[src/include/brisc_defines.svh]
`ifndef BRISC_DEFINES_SVH
`define BRISC_DEFINES_SVH

// byte address seen by the core
`define BRISC_ADDR_WIDTH 16

// data word moved by a load or store
`define BRISC_WORD_WIDTH 32

`define BRISC_BYTE_WIDTH 8

// one cache line, moved whole between cache and memory
`define BRISC_LINE_WIDTH 128

`define BRISC_WORDS_PER_LINE (`BRISC_LINE_WIDTH / `BRISC_WORD_WIDTH)

// direct mapped, one line per set
`define BRISC_CACHE_SETS 16

// main memory size in words
`define BRISC_MEM_DEPTH 1024

// cycles spent in each direction between cache and array
`define BRISC_MEM_DELAY 4

`endif

[src/hw/brisc_core_pkg.sv]
`include "brisc_defines.svh"

package brisc_core_pkg;

  // address split used by the cache
  localparam int unsigned BYTE_OFF_W = $clog2(`BRISC_WORD_WIDTH / `BRISC_BYTE_WIDTH);
  localparam int unsigned WORD_OFF_W = $clog2(`BRISC_WORDS_PER_LINE);
  localparam int unsigned INDEX_W = $clog2(`BRISC_CACHE_SETS);
  localparam int unsigned TAG_W = `BRISC_ADDR_WIDTH - INDEX_W - WORD_OFF_W - BYTE_OFF_W;

  typedef struct packed {
    logic [TAG_W-1:0]      tag;
    logic [INDEX_W-1:0]    index;
    logic [WORD_OFF_W-1:0] word_off;
    logic [BYTE_OFF_W-1:0] byte_off;
  } addr_fields_t;

  // same address word, either flat or split into cache fields
  typedef union packed {
    logic [`BRISC_ADDR_WIDTH-1:0] raw;
    addr_fields_t                 fields;
  } cache_addr_u;

  // word request from the core, held stable while req is high
  typedef struct packed {
    logic [`BRISC_ADDR_WIDTH-1:0] addr;
    logic                         write;
    logic [`BRISC_WORD_WIDTH-1:0] wdata;
  } core_req_t;

  // load data, valid together with ack
  typedef struct packed {
    logic [`BRISC_WORD_WIDTH-1:0] rdata;
  } core_resp_t;

endpackage

[src/hw/brisc_mem_pkg.sv]
`include "brisc_defines.svh"

package brisc_mem_pkg;

  // line request from the cache
  // addr is line aligned, data only meaningful when store is set
  typedef struct packed {
    logic [`BRISC_ADDR_WIDTH-1:0] addr;
    logic                         store;
    logic                         valid;
    logic [`BRISC_LINE_WIDTH-1:0] data;
  } line_req_t;

  // line returned by memory after a load request
  // valid is a single cycle pulse
  typedef struct packed {
    logic [`BRISC_ADDR_WIDTH-1:0] addr;
    logic                         valid;
    logic [`BRISC_LINE_WIDTH-1:0] data;
  } line_fill_t;

endpackage

[src/hw/dcache.sv]
`timescale 1ns/1ps
`include "brisc_defines.svh"

module dcache (
  input  logic                      clk,
  input  logic                      reset,
  input  logic                      req,
  input  brisc_core_pkg::core_req_t core_req,
  output logic                      ack,
  output brisc_core_pkg::core_resp_t core_resp,
  output brisc_mem_pkg::line_req_t  line_req,
  input  brisc_mem_pkg::line_fill_t line_fill
);

  localparam int unsigned WW = `BRISC_WORD_WIDTH;
  localparam int unsigned LW = `BRISC_LINE_WIDTH;
  localparam int unsigned SETS = `BRISC_CACHE_SETS;
  localparam int unsigned TAG_W = brisc_core_pkg::TAG_W;
  localparam int unsigned INDEX_W = brisc_core_pkg::INDEX_W;

  typedef enum logic [2:0] {
    S_IDLE,
    S_LOOKUP,
    S_EVICT,
    S_FILL_WAIT,
    S_RESPOND,
    S_ACK_HOLD
  } state_t;

  state_t state_q;

  // request latched when req is first seen
  brisc_core_pkg::core_req_t req_q;
  logic [WW-1:0]             rdata_q;

  logic [LW-1:0]    data_q [SETS];
  logic [TAG_W-1:0] tag_q [SETS];
  logic [SETS-1:0]  valid_q;
  logic [SETS-1:0]  dirty_q;

  brisc_core_pkg::cache_addr_u cur_addr;
  brisc_core_pkg::cache_addr_u line_addr;
  brisc_core_pkg::cache_addr_u evict_addr;
  brisc_core_pkg::cache_addr_u fill_addr;

  logic [INDEX_W-1:0] idx;
  logic [INDEX_W-1:0] fill_idx;
  logic               hit;
  logic               victim_dirty;
  logic [LW-1:0]      fill_line;

  assign cur_addr.raw = req_q.addr;
  assign idx = cur_addr.fields.index;
  assign hit = valid_q[idx] && (tag_q[idx] == cur_addr.fields.tag);
  assign victim_dirty = valid_q[idx] && dirty_q[idx];

  assign fill_addr.raw = line_fill.addr;
  assign fill_idx = fill_addr.fields.index;

  // line aligned addresses for the fetch and for the victim
  always_comb begin
    line_addr = cur_addr;
    line_addr.fields.word_off = '0;
    line_addr.fields.byte_off = '0;
    evict_addr = line_addr;
    evict_addr.fields.tag = tag_q[idx];
  end

  // memory request pulses, store of victim first when dirty
  always_comb begin
    line_req = '0;
    if (state_q == S_LOOKUP && !hit) begin
      line_req.valid = 1'b1;
      if (victim_dirty) begin
        line_req.store = 1'b1;
        line_req.addr = evict_addr.raw;
        line_req.data = data_q[idx];
      end else begin
        line_req.addr = line_addr.raw;
      end
    end else if (state_q == S_EVICT) begin
      line_req.valid = 1'b1;
      line_req.addr = line_addr.raw;
    end
  end

  // pending store goes into the incoming line
  always_comb begin
    fill_line = line_fill.data;
    if (req_q.write) begin
      fill_line[cur_addr.fields.word_off*WW +: WW] = req_q.wdata;
    end
  end

  always_ff @(posedge clk) begin
    if (reset) begin
      state_q <= S_IDLE;
      valid_q <= '0;
      dirty_q <= '0;
    end else begin
      case (state_q)
        S_IDLE: begin
          if (req) begin
            state_q <= S_LOOKUP;
          end
        end
        S_LOOKUP: begin
          if (hit) begin
            if (req_q.write) begin
              dirty_q[idx] <= 1'b1;
            end
            state_q <= S_RESPOND;
          end else if (victim_dirty) begin
            state_q <= S_EVICT;
          end else begin
            state_q <= S_FILL_WAIT;
          end
        end
        S_EVICT: begin
          state_q <= S_FILL_WAIT;
        end
        S_FILL_WAIT: begin
          if (line_fill.valid) begin
            valid_q[fill_idx] <= 1'b1;
            dirty_q[fill_idx] <= req_q.write;
            state_q <= S_RESPOND;
          end
        end
        S_RESPOND: begin
          // requester holds req until it sees ack
          state_q <= S_ACK_HOLD;
        end
        S_ACK_HOLD: begin
          if (!req) begin
            state_q <= S_IDLE;
          end
        end
        default: begin
          state_q <= S_IDLE;
        end
      endcase
    end
  end

  // line data, tags and response word
  always_ff @(posedge clk) begin
    if (state_q == S_IDLE && req) begin
      req_q <= core_req;
    end
    if (state_q == S_LOOKUP && hit) begin
      rdata_q <= data_q[idx][cur_addr.fields.word_off*WW +: WW];
      if (req_q.write) begin
        data_q[idx][cur_addr.fields.word_off*WW +: WW] <= req_q.wdata;
      end
    end
    if (state_q == S_FILL_WAIT && line_fill.valid) begin
      data_q[fill_idx] <= fill_line;
      tag_q[fill_idx] <= fill_addr.fields.tag;
      rdata_q <= fill_line[cur_addr.fields.word_off*WW +: WW];
    end
  end

  assign ack = (state_q == S_RESPOND) || (state_q == S_ACK_HOLD);
  assign core_resp.rdata = rdata_q;

endmodule

[config.mk]
export PLATFORM = sky130hd
export DESIGN_NAME = dcache
export DESIGN_NICKNAME = d
export VERILOG_FILES = /design/src/hw/brisc_core_pkg.sv /design/src/hw/brisc_mem_pkg.sv /design/src/hw/dcache.sv
export VERILOG_INCLUDE_DIRS = /design/src /design/src/include
export SDC_FILE = /design/constraint.sdc
export NUM_CORES = 2
export LEC_CHECK = 0
export BUFFER_PORTS_ARGS = -buffer_cell sky130_fd_sc_hd__buf_2
export CAP_MARGIN = 20
export CORE_AREA = 2 2 326 570
export DETAILED_ROUTE_END_ITERATION = 8
export DIE_AREA = 0 0 328 572
export PLACE_DENSITY = 0.68
export SLEW_MARGIN = 40
export SYNTH_ARGS = -nofsm -noshare
export SYNTH_HDL_FRONTEND = slang
export SYNTH_SLANG_ARGS = --single-unit
export TNS_END_PERCENT = 1
[constraint.sdc]
create_clock -name clk -period 6 [get_ports clk]
set_clock_uncertainty 0.1 [all_clocks]
set_input_delay 0.3 -clock clk [delete_from_list [all_inputs] [get_ports clk]]
set_output_delay 0.3 -clock clk [all_outputs]
set_load 0.02 [all_outputs]
== Word-level counts from Yosys, hierarchy flattened ==
Memories as Yosys holds them, arrays and structs flattened. A register that Yosys moved wholly into a read port is not among the register bits.
Cells that the tools add are included.
Word-level totals
  bits in writable memories: 2176
  flip-flop bits (word level): 116
  output and inout port bits: 179
  memories kept: 2
Memories
  data_q: words 16, bits a word 128, rd ports 1, clocked after memory_dff 1, wr ports 1, line dcache.sv:36  | logic [LW-1:0] data_q [SETS];
  tag_q: words 16, bits a word 8, rd ports 1, clocked after memory_dff 1, wr ports 1, line dcache.sv:37  | logic [TAG_W-1:0] tag_q [SETS];
Operators by class
  reductions and logical operators: 17
  eq/ne operators: 11
  shifts and indexed selects: 4
  $lt $le $gt $ge: 4
  add/sub/neg operators: 1
  mux-type cells: 42
  bitwise logic cells: 2
Operators with widths (number)
  $mux 128: 6
  $shiftx 128x8->32: 2
  $bwmux 128: 1
  $reduce_or 128->1: 1
  $shift 32x34->128 const A: 1
  $shiftx 32x34->128: 1
  $mux 16: 6
  $mux 32: 2
  $neg 7->34: 1
  $or 16x16->16: 2
  $pmux 16 s2: 1
  $pmux 3 s6: 1
  $bwmux 16: 1
  $mux 1: 13
  $mux 3: 4
  $mux 4: 3
  $lt 4x5->1 const B: 2
  $ne 2x2->1 const B: 5
  $bmux 1 s4: 2
  $demux 1 s4: 2
  $eq 8x8->1: 1
  $ge 4x1->1 const B: 2
  $logic_and 1x1->1: 8
  $eq 3x2->1 const B: 2
  other kinds (9): 11

== Longest topological paths before layout ==
  depth after elaboration: 8
  depth in mapped cells: 13

== Worst setup path before layout ==
OpenSTA, ideal clock, no wires.
  kind: register to register
  start: register with a tool-made name
  end: register rdata_q[0], in the netlist core_resp[0] (enable)
  required time: 5.434 ns
  setup time: 0.466 ns
  stages on the path, launching flop included: 12
  data arrival time: 4.515 ns
  clock period less this slack: 5.080 ns
  buffers on the path: 4
  slack: 0.920 ns
  path through: dfxtp_1 buf_4 buf_6 buf_6 mux2i_1 mux4_2 mux2i_1 xor2_1 nor3b_1 nand3_2 clkbuf_1 o21ai_0
RTL lines
  to (signal assigned): line dcache.sv:151  | rdata_q <= data_q[idx][cur_addr.fields.word_off*WW +: WW];
  to (signal assigned): line dcache.sv:159  | rdata_q <= fill_line[cur_addr.fields.word_off*WW +: WW];
  to (decl): line dcache.sv:34  | logic [WW-1:0] rdata_q;

==> out/metrics.sh <==
TIMING.HOLD.WS_PS=51.04
CRIT_PATH_CATEGORY='reg2out'
POST_SYNTH.CELL_AREA_AVG_UM2=19.81
SLEW_AT_THE_PIN_CLOSEST_TO_ITS_MAX_SLEW_LIMIT_PS=999.7
TOTAL_LEAKAGE_POWER_nW=36.22
PLACE.GP.CONGESTION=0.9146
FP.COREAREA_UM2=183000
OVERFLOW=0
YOSYSUNIQUECELLTYPES=49
MAXIMUM_NET_FANOUT_ON_THE_CRITICAL_PATH=66
VIAS=51880
CLK_PIN_SLEW_WORST_PATHS_PS=70
TIMING.FINAL.SETUP_VIOLATIONS=0
YS.WARNINGS.COUNT=0
SYNTHTOLAYOUTAREAGROWTH_PCT=16.94
SEQ_AREA_FRAC_SYNTH=0.7372
CP.REQUIRED_PS=5600
DIE_HEIGHT_UM=572
LAYOUT.FILLER_CELLS=12940
DIE_AREA_UM2=187600
FFS_LATCHES_SYNTH=2294
PWR_DENSITY_CELL_nW_PER_UM2=348.5
FINAL_WORST_PATH_PERIOD_SHARE=0.8964
IO_PINS=376
MAPPEDNETLISTAREA_UM2=92920
CLK_PATH_BUF_DEPTH=4
DETAIL_ROUTE.ITER0.VIOLATIONS=7223
GRT_ANTENNA_BEFORE_REPAIR=71
NUM_ROWS=208
YS.FLOP_TYPE='sky130_fd_sc_hd__edfxtp_1'
CP.ARRIVAL_PS=4980
FLOORPLAN_DIE_WIDTH_UM=328
GRT_MAX_DEGREE=138
SYNTHESIZED_INSTANCE_COUNT=4690
DETAIL_ROUTE_ANTENNA_NETS=0
CLOCK-ROOT-BUFFER='sky130_fd_sc_hd__clkbuf_16'
RSZ0062_AT_GRT='no'
TRACK_USAGE=0.2889
CAP_VIOLATIONS=0
DRV_SLEW=0
WL_MET2_MM=131.6
SLEW_HEADROOM=0.3321
FIRST_PASS_ITERS=6
CP-END-KIND='primary output'
VDD_IR_DROP_MAX_mV=0.4207
MAX_FREQ_GHz=0.1859
PROPORTION_OF_REGISTER_BITS_WITH_ASYNCHRONOUS_SET_OR_RESET_AFTER_SYNTHESIS=0
PLACEMENT.IO_BUFFERS=365
SYNTH_ENABLE_FLOP_CELLS=2255
M1WIRELENGTH_MM=91.97
ROUTED_WL_MM=270.5
FINAL_NETS=5612
CTS_INSERTED_BUFFERS=205
CTS.REPAIR_TIMING.SETUP_BUFFER_COUNT=0
TRITONCTS='done'
CLOCK_INSERTION_DELAY_WORST_SKEW_PS=850
GRT_FIRST_PASS_WIRELENGTH_MM=377.8
H-TREE-DEPTH=4
WIRE_PER_INST_UM=33.64
LAYOUT-DRIVE-GT1-SHARE=0.3149
POST_DRT_VIA_CELL_RATIO=6.453
GRT_PASS1_VIAS=51470
TIMING.FINAL.CRIT_PERIOD_PS=5378
DRC=0
OUTCOME='completed'
FINALSETUPTNS_PS=0
FINALHOLDVIOLCOUNT=0
CRIT_PATH_START_KIND='register'
PLACE.DETAILED.HPWL_MM=170.2
WORST_HOLD_PATH_TYPE='in2reg'
NUMCLOCKSINKS=2294
INITIAL_CORE_UTIL=0.5079
TOP_LAYER_USED='met5'
DR_WL_MET3_MM=33.01
-- stage by stage --
stage	instances	utilization	worst slack (ps)	area, um^2	power (mW)
floorplan	4693	-	919.6	92930	22.08
global placement	7412	0.5444	992.4	99610	24.65
detailed placement	7423	0.5458	1217	99860	24.74
CTS	7977	0.5925	535.5	108400	37.83
global route	7999	0.5934	368.6	108600	38.69
finish	8040	0.5939	621.7	108700	37.87
-- cell usage in the layout (no fill, tap or decap), types with 25 or more instances in the layout --
cell type,instances
sky130_fd_sc_hd__nor2_1,70
sky130_fd_sc_hd__and3_1,129
sky130_fd_sc_hd__a211oi_1,25
sky130_fd_sc_hd__nand2_1,422
sky130_fd_sc_hd__buf_12,50
sky130_fd_sc_hd__clkbuf_1,41
sky130_fd_sc_hd__mux2i_1,63
sky130_fd_sc_hd__o21a_1,31
sky130_fd_sc_hd__buf_4,213
sky130_fd_sc_hd__clkbuf_16,208
sky130_fd_sc_hd__o211ai_1,126
sky130_fd_sc_hd__dfxtp_1,35
sky130_fd_sc_hd__buf_2,366
sky130_fd_sc_hd__mux4_2,687
sky130_fd_sc_hd__nor2b_1,32
sky130_fd_sc_hd__edfxtp_1,2255
sky130_fd_sc_hd__diode_2,58
sky130_fd_sc_hd__clkinv_2,27
sky130_fd_sc_hd__a21oi_1,36
sky130_fd_sc_hd__nor2_4,65
sky130_fd_sc_hd__dlygate4sd3_1,190
sky130_fd_sc_hd__o21ai_0,208
sky130_fd_sc_hd__clkinv_1,31
-- area by class of cell --
| cell class | instances | area, um^2 | area share |
|---|---|---|---|
| multi-input cells | 2066 | 23760 | 0.2186 |
| repair buffers | 832 | 6548 | 0.06026 |
| diodes | 58 | 145.1 | 0.001336 |
| flip-flops and latches | 2294 | 68510 | 0.6305 |
| clock inverters | 110 | 1211 | 0.01115 |
| clock buffers | 254 | 5428 | 0.04995 |
| inverters | 11 | 41.29 | 0.0003800 |
| well taps | 2415 | 3022 | 0.02781 |
-- registers in the layout, summed over array words and instances (netlist names), named ones only --
name       cells
core_resp     32
cur_addr      14
data_q      2048
dirty_q       16
req_q         33
state_q        3
tag_q        128
valid_q       16
-- logic make-up after synthesis --
logic type               synth area share
AO/OA/AOI/OAI                     0.03443
XOR/XNOR                        0.0006598
adder cells (fa/ha/maj)         0.0006733
buffers and inverters             0.01540
flip-flops                         0.7372
multiplexers                       0.1746
other                          0.00004036
AND/OR/NAND/NOR                   0.03700
-- path summary, 6_finish.rpt --
path | endpoint | start | cells after the start | slack (ps)
max | line_req[13] | register | 9 | 620
min | core_resp[13] | line_fill[109] | 6 | 50
max reg2reg | core_resp[9] | register | 7 | 1260
min reg2reg | valid_q[2] | valid_q[2] | 2 | 370
-- critical path, cell delays in order, from the launching register on --
cell and delay (ps):
sky130_fd_sc_hd__dfxtp_4 520, sky130_fd_sc_hd__buf_12 410, sky130_fd_sc_hd__buf_4 570, sky130_fd_sc_hd__mux2i_1 440, sky130_fd_sc_hd__xor2_1 150, sky130_fd_sc_hd__nor3b_1 540, sky130_fd_sc_hd__nand3_4 370, sky130_fd_sc_hd__buf_4 440
sky130_fd_sc_hd__and3_1 340, sky130_fd_sc_hd__buf_2 190
-- per-layer routing --
layer / vias up / track usage
li1: 20830 / -
met1: 26740 / 0.3589
met2: 3556 / 0.4697
met3: 718 / 0.08464
met4: 40 / 0.1334
met5: - / 0
-- power by group --
group	switching (mW)	internal (mW)
clock	5.74	7.46
combinational	3.94	2.49
sequential	0.282	18.0
total	9.96	27.9
-- cells in the mapped netlist (8+ instances only) --
cell,number,share of area
sky130_fd_sc_hd__o21ai_0,240,0.013
sky130_fd_sc_hd__a31oi_1,11,0.00074
sky130_fd_sc_hd__mux2_2,11,0.0013
sky130_fd_sc_hd__o211ai_1,126,0.010
sky130_fd_sc_hd__mux2i_1,63,0.0068
sky130_fd_sc_hd__nor2_1,138,0.0056
sky130_fd_sc_hd__mux4_2,687,0.17
sky130_fd_sc_hd__a22o_1,9,0.00085
sky130_fd_sc_hd__nor3_1,10,0.00054
sky130_fd_sc_hd__nor2b_1,32,0.0022
sky130_fd_sc_hd__clkbuf_1,200,0.0081
sky130_fd_sc_hd__a221oi_1,8,0.00075
sky130_fd_sc_hd__and3_1,130,0.0088
sky130_fd_sc_hd__edfxtp_1,2255,0.73
sky130_fd_sc_hd__a211oi_1,25,0.0020
sky130_fd_sc_hd__dfxtp_1,39,0.0084
sky130_fd_sc_hd__nor3b_1,8,0.00065
sky130_fd_sc_hd__nand3_1,11,0.00059
sky130_fd_sc_hd__o21a_1,31,0.0025
sky130_fd_sc_hd__a21oi_1,43,0.0023
sky130_fd_sc_hd__buf_4,14,0.0011
sky130_fd_sc_hd__inv_1,10,0.00040
sky130_fd_sc_hd__nand2_1,427,0.017
sky130_fd_sc_hd__buf_2,91,0.0049
sky130_fd_sc_hd__buf_1,15,0.00061
-- timing repair --
item / CTS / global route
resized for setup: 0 / 0
setup endpoints to repair: 0 / 0
hold buffers: 190 / 0
hold endpoints to repair: 2200 / 0
No activity file was read; power rests on OpenSTA's default activity.
